$ cat src/cpuPkg.sv
// CPU package with opcodes, ALU codes, write-back selects and the instruction word formats
package cpuPkg;

  localparam int xlen        = 32;
  localparam int regIdxWidth = 5;

  // ~~~~~~~~~~~~~~~~~~~~~~~~~~~~~~~~~~~~~~~~~~~~~~~~~~
  // Major opcodes of the supported RV32I subset
  localparam logic [6:0] opLoad   = 7'b0000011;
  localparam logic [6:0] opStore  = 7'b0100011;
  localparam logic [6:0] opOpImm  = 7'b0010011;
  localparam logic [6:0] opOp     = 7'b0110011;
  localparam logic [6:0] opLui    = 7'b0110111;
  localparam logic [6:0] opBranch = 7'b1100011;
  localparam logic [6:0] opJal    = 7'b1101111;

  localparam logic [2:0] f3AddSub = 3'b000;
  localparam logic [2:0] f3Slt    = 3'b010;
  localparam logic [2:0] f3Xor    = 3'b100;
  localparam logic [2:0] f3Or     = 3'b110;
  localparam logic [2:0] f3And    = 3'b111;
  localparam logic [2:0] f3Beq    = 3'b000;
  localparam logic [2:0] f3Bne    = 3'b001;
  localparam logic [2:0] f3Word   = 3'b010; // LW and SW
  localparam logic [6:0] f7Sub    = 7'b0100000;

  // ~~~~~~~~~~~~~~~~~~~~~~~~~~~~~~~~~~~~~~~~~~~~~~~~~~
  // Request unit FSM states
  localparam logic [1:0] stIdle   = 2'd0;
  localparam logic [1:0] stFetch  = 2'd1;
  localparam logic [1:0] stDecode = 2'd2; // Instruction latched, waiting on decode
  localparam logic [1:0] stData   = 2'd3;

  typedef enum logic [2:0] {
    aluAdd, aluSub, aluAnd, aluOr, aluXor, aluSlt
  } aluOp_t;

  typedef enum logic [1:0] {
    wbAlu, wbMem, wbImm, wbPcPlus4
  } wbSel_t;

  // ~~~~~~~~~~~~~~~~~~~~~~~~~~~~~~~~~~~~~~~~~~~~~~~~~~
  // One instruction word seen through each encoding format
  typedef union packed {
    struct packed {
      logic [6:0] funct7; logic [4:0] rs2; logic [4:0] rs1;
      logic [2:0] funct3; logic [4:0] rd; logic [6:0] opcode;
    } rType;
    struct packed {
      logic [11:0] imm; logic [4:0] rs1; logic [2:0] funct3;
      logic [4:0] rd; logic [6:0] opcode;
    } iType;
    struct packed {
      logic [6:0] immHi; logic [4:0] rs2; logic [4:0] rs1;
      logic [2:0] funct3; logic [4:0] immLo; logic [6:0] opcode;
    } sType;
    struct packed {
      logic imm12; logic [5:0] imm10to5; logic [4:0] rs2; logic [4:0] rs1;
      logic [2:0] funct3; logic [3:0] imm4to1; logic imm11; logic [6:0] opcode;
    } bType;
    struct packed {
      logic [19:0] imm; logic [4:0] rd; logic [6:0] opcode;
    } uType;
    struct packed {
      logic imm20; logic [9:0] imm10to1; logic imm11; logic [7:0] imm19to12;
      logic [4:0] rd; logic [6:0] opcode;
    } jType;
  } instr_t;

endpackage

$ cat src/cpuControl.sv
// Control unit decoding an instruction word into register selects, immediate and control lines
`timescale 1ns/1ps

module cpuControl (
  input  cpuPkg::instr_t                    instr_i,
  output logic [cpuPkg::regIdxWidth-1:0]    rs1_o,
  output logic [cpuPkg::regIdxWidth-1:0]    rs2_o,
  output logic [cpuPkg::regIdxWidth-1:0]    rd_o,
  output logic [cpuPkg::xlen-1:0]           imm_o,
  output cpuPkg::aluOp_t                    aluOp_o,
  output logic                              aluSrc_o,
  output logic                              regWrite_o,
  output cpuPkg::wbSel_t                    wbSel_o,
  output logic                              memRead_o,
  output logic                              memWrite_o,
  output logic                              branch_o,
  output logic                              branchNe_o,
  output logic                              jump_o
);

  always_comb begin
    rs1_o      = instr_i.rType.rs1;
    rs2_o      = instr_i.rType.rs2;
    rd_o       = instr_i.rType.rd;
    imm_o      = '0;
    aluOp_o    = cpuPkg::aluAdd;
    aluSrc_o   = 1'b0;
    regWrite_o = 1'b0; // Unknown opcodes fall through as a no-op
    wbSel_o    = cpuPkg::wbAlu;
    memRead_o  = 1'b0;
    memWrite_o = 1'b0;
    branch_o   = 1'b0;
    branchNe_o = 1'b0;
    jump_o     = 1'b0;
    case (instr_i.rType.opcode)
      cpuPkg::opOp: begin
        regWrite_o = 1'b1;
        case (instr_i.rType.funct3)
          cpuPkg::f3AddSub: aluOp_o = (instr_i.rType.funct7 == cpuPkg::f7Sub) ?
                                      cpuPkg::aluSub : cpuPkg::aluAdd;
          cpuPkg::f3Slt:    aluOp_o = cpuPkg::aluSlt;
          cpuPkg::f3Xor:    aluOp_o = cpuPkg::aluXor;
          cpuPkg::f3Or:     aluOp_o = cpuPkg::aluOr;
          cpuPkg::f3And:    aluOp_o = cpuPkg::aluAnd;
          default:          regWrite_o = 1'b0; // Shifts are not supported
        endcase
      end
      cpuPkg::opOpImm: begin
        imm_o      = {{20{instr_i.iType.imm[11]}}, instr_i.iType.imm};
        aluSrc_o   = 1'b1;
        regWrite_o = (instr_i.iType.funct3 == cpuPkg::f3AddSub); // ADDI only
      end
      cpuPkg::opLoad: begin
        imm_o      = {{20{instr_i.iType.imm[11]}}, instr_i.iType.imm};
        aluSrc_o   = 1'b1;
        memRead_o  = (instr_i.iType.funct3 == cpuPkg::f3Word);
        regWrite_o = memRead_o;
        wbSel_o    = cpuPkg::wbMem;
      end
      cpuPkg::opStore: begin
        imm_o      = {{20{instr_i.sType.immHi[6]}}, instr_i.sType.immHi, instr_i.sType.immLo};
        aluSrc_o   = 1'b1;
        memWrite_o = (instr_i.sType.funct3 == cpuPkg::f3Word);
      end
      cpuPkg::opLui: begin
        imm_o      = {instr_i.uType.imm, 12'h000};
        regWrite_o = 1'b1;
        wbSel_o    = cpuPkg::wbImm;
      end
      cpuPkg::opBranch: begin
        imm_o      = {{20{instr_i.bType.imm12}}, instr_i.bType.imm11,
                      instr_i.bType.imm10to5, instr_i.bType.imm4to1, 1'b0};
        aluOp_o    = cpuPkg::aluSub; // Zero flag gives equality
        branch_o   = (instr_i.bType.funct3 == cpuPkg::f3Beq);
        branchNe_o = (instr_i.bType.funct3 == cpuPkg::f3Bne);
      end
      cpuPkg::opJal: begin
        imm_o      = {{12{instr_i.jType.imm20}}, instr_i.jType.imm19to12,
                      instr_i.jType.imm11, instr_i.jType.imm10to1, 1'b0};
        regWrite_o = 1'b1;
        wbSel_o    = cpuPkg::wbPcPlus4; // Link address
        jump_o     = 1'b1;
      end
      default: ;
    endcase
  end

endmodule

$ cat src/cpuRegFile.sv
// Register file with 32 general registers, two read ports and one write port, x0 tied to zero
`timescale 1ns/1ps

module cpuRegFile (
  input  logic                           clk,
  input  logic                           reset_i,
  input  logic                           commit_i,
  input  logic                           regWrite_i,
  input  logic [cpuPkg::regIdxWidth-1:0] rs1_i,
  input  logic [cpuPkg::regIdxWidth-1:0] rs2_i,
  input  logic [cpuPkg::regIdxWidth-1:0] rd_i,
  input  logic [cpuPkg::xlen-1:0]        writeData_i,
  output logic [cpuPkg::xlen-1:0]        readData1_o,
  output logic [cpuPkg::xlen-1:0]        readData2_o
);

  logic [cpuPkg::xlen-1:0] regs [32];

  always_ff @(posedge clk) begin
    if (reset_i) begin
      for (int i = 0; i < 32; i++) begin
        regs[i] <= '0;
      end
    end else if (commit_i && regWrite_i && (rd_i != '0)) begin // x0 never takes a write
      regs[rd_i] <= writeData_i;
    end
  end

  assign readData1_o = regs[rs1_i];
  assign readData2_o = regs[rs2_i];

  // An instruction targeting x0 must leave it at zero afterwards
  assert property (@(posedge clk) disable iff (reset_i)
    (commit_i && regWrite_i && (rd_i == '0)) |=> (regs[0] == '0));

endmodule

$ cat src/cpuExecute.sv
// Execute stage with operand select, ALU, result flags and write-back source select
`timescale 1ns/1ps

module cpuExecute (
  input  logic [cpuPkg::xlen-1:0] readData1_i,
  input  logic [cpuPkg::xlen-1:0] readData2_i,
  input  logic [cpuPkg::xlen-1:0] imm_i,
  input  logic [cpuPkg::xlen-1:0] pc_i,
  input  logic [cpuPkg::xlen-1:0] loadData_i,
  input  cpuPkg::aluOp_t          aluOp_i,
  input  logic                    aluSrc_i,
  input  cpuPkg::wbSel_t          wbSel_i,
  output logic [cpuPkg::xlen-1:0] aluResult_o,
  output logic [cpuPkg::xlen-1:0] writeData_o,
  output logic                    zero_o,
  output logic                    negative_o
);

  logic [cpuPkg::xlen-1:0] operandB;

  assign operandB = aluSrc_i ? imm_i : readData2_i; // Immediate for ADDI, loads and stores

  always_comb begin
    case (aluOp_i)
      cpuPkg::aluSub: aluResult_o = readData1_i - operandB;
      cpuPkg::aluAnd: aluResult_o = readData1_i & operandB;
      cpuPkg::aluOr:  aluResult_o = readData1_i | operandB;
      cpuPkg::aluXor: aluResult_o = readData1_i ^ operandB;
      cpuPkg::aluSlt: aluResult_o = {31'b0, $signed(readData1_i) < $signed(operandB)};
      default:        aluResult_o = readData1_i + operandB;
    endcase
  end

  assign zero_o     = (aluResult_o == '0);
  assign negative_o = aluResult_o[cpuPkg::xlen-1];

  // ~~~~~~~~~~~~~~~~~~~~~~~~~~~~~~~~~~~~~~~~~~~~~~~~~~
  // Write-back source
  always_comb begin
    case (wbSel_i)
      cpuPkg::wbMem:     writeData_o = loadData_i;
      cpuPkg::wbImm:     writeData_o = imm_i;       // LUI value is already shifted up
      cpuPkg::wbPcPlus4: writeData_o = pc_i + 32'd4;
      default:           writeData_o = aluResult_o;
    endcase
  end

endmodule

$ cat src/cpuPc.sv
// Program counter with sequential, branch and jump next-address selection
`timescale 1ns/1ps

module cpuPc (
  input  logic                    clk,
  input  logic                    reset_i,
  input  logic                    commit_i,
  input  logic                    branch_i,
  input  logic                    branchNe_i,
  input  logic                    jump_i,
  input  logic                    zero_i,
  input  logic [cpuPkg::xlen-1:0] imm_i,
  output logic [cpuPkg::xlen-1:0] pc_o
);

  logic takeTarget;

  assign takeTarget = jump_i | (branch_i & zero_i) | (branchNe_i & ~zero_i);

  always_ff @(posedge clk) begin
    if (reset_i) begin
      pc_o <= '0;
    end else if (commit_i) begin // PC moves only when an instruction retires
      pc_o <= takeTarget ? (pc_o + imm_i) : (pc_o + 32'd4);
    end
  end

  // Branch and jump offsets are only halfword aligned in the encoding
  assert property (@(posedge clk) disable iff (reset_i)
    commit_i |=> (pc_o[1:0] == 2'b00));

endmodule

$ cat src/cpuRequestUnit.sv
// Request unit sequencing instruction fetch and data access on the shared memory bus
`timescale 1ns/1ps

module cpuRequestUnit (
  input  logic                    clk,
  input  logic                    reset_i,
  input  logic                    enable_i,
  input  logic [cpuPkg::xlen-1:0] pc_i,
  input  logic [cpuPkg::xlen-1:0] dataAddr_i,
  input  logic [cpuPkg::xlen-1:0] storeData_i,
  input  logic                    memRead_i,
  input  logic                    memWrite_i,
  input  logic [cpuPkg::xlen-1:0] ramLoad_i,
  input  logic                    ramBusy_i,
  output logic [cpuPkg::xlen-1:0] ramAddr_o,
  output logic [cpuPkg::xlen-1:0] ramStore_o,
  output logic                    ramRead_o,
  output logic                    ramWrite_o,
  output logic [3:0]              ramSel_o,
  output cpuPkg::instr_t          instr_o,
  output logic [cpuPkg::xlen-1:0] loadData_o,
  output logic                    commit_o
);

  logic [1:0]              state, stateNext;
  logic                    memOp, dataDone;
  logic [cpuPkg::xlen-1:0] loadReg;

  assign memOp    = memRead_i | memWrite_i;
  assign dataDone = (state == cpuPkg::stData) && !ramBusy_i;

  // ~~~~~~~~~~~~~~~~~~~~~~~~~~~~~~~~~~~~~~~~~~~~~~~~~~
  // Phase sequencing
  always_comb begin
    stateNext = state;
    case (state)
      cpuPkg::stIdle:   if (enable_i) stateNext = cpuPkg::stFetch;
      cpuPkg::stFetch:  if (!ramBusy_i) stateNext = cpuPkg::stDecode;
      cpuPkg::stDecode: begin
        if (!memOp) stateNext = enable_i ? cpuPkg::stFetch : cpuPkg::stIdle;
        else if (enable_i) stateNext = cpuPkg::stData; // Hold here while frozen
      end
      default:          if (!ramBusy_i) stateNext = enable_i ? cpuPkg::stFetch : cpuPkg::stIdle;
    endcase
  end

  always_ff @(posedge clk) begin
    if (reset_i) state <= cpuPkg::stIdle;
    else         state <= stateNext;
  end

  always_ff @(posedge clk) begin
    if ((state == cpuPkg::stFetch) && !ramBusy_i) instr_o <= ramLoad_i;
    if (dataDone) loadReg <= ramLoad_i;
  end

  // The loaded word is written back at the same edge that completes the read
  assign loadData_o = dataDone ? ramLoad_i : loadReg;
  assign commit_o   = ((state == cpuPkg::stDecode) && !memOp) || dataDone;

  assign ramAddr_o  = (state == cpuPkg::stData) ? dataAddr_i : pc_i;
  assign ramStore_o = storeData_i;
  assign ramRead_o  = (state == cpuPkg::stFetch) || ((state == cpuPkg::stData) && memRead_i);
  assign ramWrite_o = (state == cpuPkg::stData) && memWrite_i;
  assign ramSel_o   = 4'b1111; // Word access only

  assert property (@(posedge clk) disable iff (reset_i) !(ramRead_o && ramWrite_o));

  // A stalled request keeps its strobes, address and store data
  assert property (@(posedge clk) disable iff (reset_i)
    ((ramRead_o || ramWrite_o) && ramBusy_i) |=>
      ($stable(ramRead_o) && $stable(ramWrite_o) && $stable(ramAddr_o) &&
       (!ramWrite_o || $stable(ramStore_o))));

endmodule

$ cat src/cpuTop.sv
// Core top level joining the single-cycle datapath to the external memory bus
`timescale 1ns/1ps

module cpuTop (
  input  logic                    clk,
  input  logic                    reset_i,
  input  logic                    enable_i,
  input  logic [cpuPkg::xlen-1:0] ramLoad_i,
  input  logic                    ramBusy_i,
  output logic [cpuPkg::xlen-1:0] ramAddr_o,
  output logic [cpuPkg::xlen-1:0] ramStore_o,
  output logic                    ramRead_o,
  output logic                    ramWrite_o,
  output logic [3:0]              ramSel_o
);

  cpuPkg::instr_t                  instr;
  cpuPkg::aluOp_t                  aluOp;
  cpuPkg::wbSel_t                  wbSel;
  logic [cpuPkg::regIdxWidth-1:0]  rs1, rs2, rd;
  logic [cpuPkg::xlen-1:0]         imm, pc, regData1, regData2, aluResult, writeData, loadData;
  logic aluSrc, regWrite, memRead, memWrite, branch, branchNe, jump, zero, commit;

  cpuRequestUnit u_request (
    .clk(clk), .reset_i(reset_i), .enable_i(enable_i),
    .pc_i(pc), .dataAddr_i(aluResult), .storeData_i(regData2),
    .memRead_i(memRead), .memWrite_i(memWrite),
    .ramLoad_i(ramLoad_i), .ramBusy_i(ramBusy_i),
    .ramAddr_o(ramAddr_o), .ramStore_o(ramStore_o), .ramRead_o(ramRead_o),
    .ramWrite_o(ramWrite_o), .ramSel_o(ramSel_o),
    .instr_o(instr), .loadData_o(loadData), .commit_o(commit));

  cpuControl u_control (
    .instr_i(instr), .rs1_o(rs1), .rs2_o(rs2), .rd_o(rd), .imm_o(imm),
    .aluOp_o(aluOp), .aluSrc_o(aluSrc), .regWrite_o(regWrite), .wbSel_o(wbSel),
    .memRead_o(memRead), .memWrite_o(memWrite),
    .branch_o(branch), .branchNe_o(branchNe), .jump_o(jump));

  cpuRegFile u_regFile (
    .clk(clk), .reset_i(reset_i), .commit_i(commit), .regWrite_i(regWrite),
    .rs1_i(rs1), .rs2_i(rs2), .rd_i(rd), .writeData_i(writeData),
    .readData1_o(regData1), .readData2_o(regData2));

  // Negative flag has no consumer in this instruction subset
  cpuExecute u_execute (
    .readData1_i(regData1), .readData2_i(regData2), .imm_i(imm), .pc_i(pc),
    .loadData_i(loadData), .aluOp_i(aluOp), .aluSrc_i(aluSrc), .wbSel_i(wbSel),
    .aluResult_o(aluResult), .writeData_o(writeData),
    .zero_o(zero), .negative_o());

  cpuPc u_pc (
    .clk(clk), .reset_i(reset_i), .commit_i(commit),
    .branch_i(branch), .branchNe_i(branchNe), .jump_i(jump), .zero_i(zero),
    .imm_i(imm), .pc_o(pc));

endmodule

$ cat config.mk
export PLATFORM = sky130hd
export DESIGN_NAME = cpuTop
export DESIGN_NICKNAME = d
export VERILOG_FILES = /design/src/cpuPkg.sv /design/src/cpuControl.sv /design/src/cpuRegFile.sv /design/src/cpuExecute.sv /design/src/cpuPc.sv /design/src/cpuRequestUnit.sv /design/src/cpuTop.sv
export SDC_FILE = /design/constraint.sdc
export NUM_CORES = 2
export LEC_CHECK = 0
export BUFFER_PORTS_ARGS = -buffer_cell sky130_fd_sc_hd__buf_2
export CORE_ASPECT_RATIO = 1.4
export CORE_MARGIN = 3
export CORE_UTILIZATION = 52
export CTS_CLUSTER_DIAMETER = 100
export CTS_CLUSTER_SIZE = 10
export DETAILED_ROUTE_END_ITERATION = 16
export GPL_TIMING_DRIVEN = 0
export PLACE_DENSITY = 0.72
export SETUP_SLACK_MARGIN = 0.4
export SYNTH_ARGS = -nofsm -noshare
export SYNTH_HDL_FRONTEND = slang
export SYNTH_HIERARCHICAL = 1
export SYNTH_SLANG_ARGS = --single-unit
export TNS_END_PERCENT = 50
$ cat constraint.sdc
create_clock -name clk -period 9.45 [get_ports clk]
set_input_delay 0 -clock clk [delete_from_list [all_inputs] [get_ports clk]]
set_output_delay 0 -clock clk [all_outputs]
set_load 0.02 [all_outputs]
==> flow_metrics.tcl <==
set metrics [dict create \
    synthTopCellsByArea "edfxtp_1 (45%), mux2i_1 (15%), and2_1 (8.9%)" \
    die_h_um 443 \
    slew_violations 11 \
    grt_overflow 0 \
    coreArea_mm2 0.135 \
    antenna_found_initial 7 \
    violations "capacitance limit, slew limit" \
    min-delay-path-class "input pin to flip-flop" \
    synth_top_cell_by_area "edfxtp_1" \
    drive_above_1_share_pct 13.0 \
    first_iter_violations 5502 \
    synthDominantCellAreaShare_pct 44.8 \
    regArea_mm2 0.0330 \
    cp_slowest_cell "buf_1" \
    yosys_register_bits 1122 \
    h-tree-depth 4 \
    power_density_mw_per_mm2 159 \
    grt_use_met2_pct 67.9 \
    r2r_start "u_request/instr_o[21]" \
    min_path_cells 3 \
    busiest_layer "met2" \
    numCtsBuffers 130 \
    cp-startpoint "u_request/instr_o[21]" \
    startpoint_type "flip-flop" \
    outcome "complete, but fails checks" \
    drc 0 \
    vias_per_cell 6.38 \
    ys_seq_area_share_pct 46.7 \
    n_fill_cell 11500 \
    tritoncts "done" \
    arrival_ps 9870 \
    ys_warn_count 6 \
    relSlewSlack_pct -1.30 \
    start_util_pct 52.6 \
    wirelength_mm 280 \
    clockRootBuffer "clkbuf_16" \
    path_clk_slew_ps 60 \
    track_usage_pct 39.0 \
    wire_per_inst_um 32.5 \
    synth_async_sr_flop_share_pct 0 \
    rows 159 \
    grt_use_met1_pct 41.7 \
    fin_crit_ps 9210 \
    die_w_um 318 \
    worstRegToRegCells 31 \
    area_growth_pct 11.6 \
    timing.final.crit_share_pct 97.4 \
    die_area_mm2 0.141 \
    drt_first_pass_iters 10 \
    critPathCaptureType "flip-flop" \
    holdCritStartpoint "ramLoad_i[9]" \
    finalClockSkew_ps 37.7 \
    num_vias 55100 \
    grt_max_degree 33 \
    grt_pass1_wl_mm 392 \
    synthCells 6461 \
    timing.critical_path.mode_cell "buf_12" \
    place_inst 8370 \
    cp_max_fo 10 \
    grt_pass1_vias 56300 \
    synth_ff_type "edfxtp_1" \
    dp_hpwl_mm 223 \
    leakage_nw 32.4 \
    port_buffers 101 \
    postRouteAntennaNets 0 \
    final_hold_viol_count 0 \
    worst_slew_pin_slew_ps 1520 \
    critPathKind "flip-flop to flip-flop" \
    multi_input_area_mm2 0.0350 \
    total_power_mw 12.6 \
    synth.avg_cell_area_um2 11.0 \
    clock_latency_ps 800 \
    gp_congestion 0.992 \
    fin_cells 8634 \
    drv_cap 1 \
    nets 7004 \
    post-route-util_pct 58.7 \
    syn_area_mm2 0.0708 \
    synth_edf_count 1056 \
    finalSetupViolations 0 \
    peakVddDrop_mv 0.170 \
    critPathRequiredTime_ps 10110 \
    clock.fmax_mhz 109 \
    slowest_delay_ps 630 \
    ys_types 123 \
    clock-sinks 1122 \
    grt_setup_unrepaired "yes" \
    floorplan.io_pins 106 \
    clock_path_buffers 3 \
    met3_usage_pct 7.17 \
]
-- registers in the layout, indices dropped and copies added (netlist names) --
register,flops
u_request/loadReg,32
u_regFile/regs,1024
u_request/instr_o,32
u_pc/pc_o,32
u_request/state,2
-- report_power, final --
group / internal, mW / switching (mW)
clock network: 2.50 / 2.00
logic: 0.687 / 1.67
registers: 5.62 / 0.106
total: 8.81 / 3.78
-- cells by family (layout without fill, tap and decap cells) --
group | count (synthesis) | in the layout | synth area share [%]
AO/OA/AOI/OAI | 1135 | 1135 | 11.0
XOR/XNOR | 71 | 71 | 0.878
adder cells (fa/ha/maj) | 144 | 144 | 2.58
buffers and inverters | 727 | 1087 | 5.01
flip-flops | 1122 | 1122 | 46.7
multiplexers | 1169 | 1169 | 17.4
other | 2 | 44 | 0.0106
AND/OR/NAND/NOR | 2091 | 2091 | 16.5
-- per-layer routing --
metal | wire, um | part of all wire, % | vias to the layer above
li1 | - | - | 24300
met1 | 93900 | 33 | 27100
met2 | 138000 | 49 | 2818
met3 | 21800 | 7.8 | 910
met4 | 26800 | 9.6 | 4
met5 | 20 | 0.0071 | -
-- area by class of cell --
type	count	area share, %
clock buffers	150	4.27
well taps	1771	2.80
inverters	127	0.608
flip-flops and latches	1122	41.8
repair buffers	197	1.89
diodes	8	0.0253
plain buffers	600	4.10
clock inverters	13	0.187
multi-input cells	4646	44.3
-- Yosys cell counts, drive strengths merged (10+ instances only) --
master and number:
a211o 13, a211oi 31, a21o 53, a21oi 348, a221oi 13, a22o 134
a22oi 197, a311oi 10, a31oi 81, and2 1014, and3 17, buf 267
clkbuf 333, dfxtp 66, edfxtp 1056, ha 141, inv 127, mux2 69
mux2i 1068, mux4 32, nand2 332, nand2b 27, nand3 237, nand3b 11
nand4 26, nor2 181, nor2b 26, nor3 114, nor4 16, o211ai 13
o21a 11, o21ai 97, o21bai 14, o22ai 22, o31ai 21, or2 43
or3 12, xnor2 53, xor2 18
-- final timing paths --
| check | slack, ps | end |
|---|---|---|
| setup reg to reg | 240 | u_pc/pc_o[26] |
| hold / removal | 30 | u_request/loadReg[9] |
| hold reg to reg | 470 | u_request/loadReg[7] |
| setup / recovery | 240 | u_pc/pc_o[26] |
-- stage by stage --
step | setup slack (ps) | hold WS (ps) | instance area [um^2] | setup TNS, ps
floorplan | 2180 | 71.6 | 70900 | 0
global placement | -3250 | 193 | 73600 | -103920
detailed placement | -3220 | 197 | 73700 | -92500
CTS | 411 | 1.34 | 78700 | 0
global route | 338 | 19.4 | 79000 | 0
finish | 243 | 29.5 | 79000 | 0
-- worst max-delay path: cells and delay by family (launching register included) --
kind	cells	cell delay, ps
AO/OA/AOI/OAI	10	3120
adder cells (fa/ha/maj)	1	360
buffers and inverters	10	2380
flip-flops	1	400
multiplexers	3	840
AND/OR/NAND/NOR	7	1900
-- repair_timing --
| item | in CTS | in global routing |
|---|---|---|
| pin swaps | 8 | 3 |
| resized for setup | 170 | 58 |
| hold buffers | 71 | 0 |
| buffers inserted | 15 | 7 |
| hold endpoints to repair | 103 | 0 |
| endpoints found under the setup margin | 249 | 32 |
-- cell usage in the layout (no fill, tap or decap), types with 15 or more instances in the layout --
cell type and n:
a22o_1 134, a21oi_1 340, clkbuf_16 132, o31ai_1 17, dlygate4sd3_1 71, a22oi_1 197
a31oi_1 48, nor2b_1 24, mux2_2 38, nand4_1 25, buf_2 184, inv_1 123
buf_4 152, a211oi_1 27, or2_2 39, buf_6 31, nand2_1 329, conb_1 36
dfxtp_1 66, mux4_2 31, a21o_1 52, clkbuf_1 274, mux2_4 31, xor2_1 18
mux2i_1 1060, buf_1 19, and2_1 1011, nor3_1 100, o22ai_1 21, xnor2_1 53
a31oi_2 24, nor2_1 176, nand3_1 221, nand3_2 15, clkbuf_2 69, ha_1 139
edfxtp_1 1056, nand2b_1 27, o21ai_0 91, and3_1 15
Note: power is estimated with default switching activity, not from simulation.
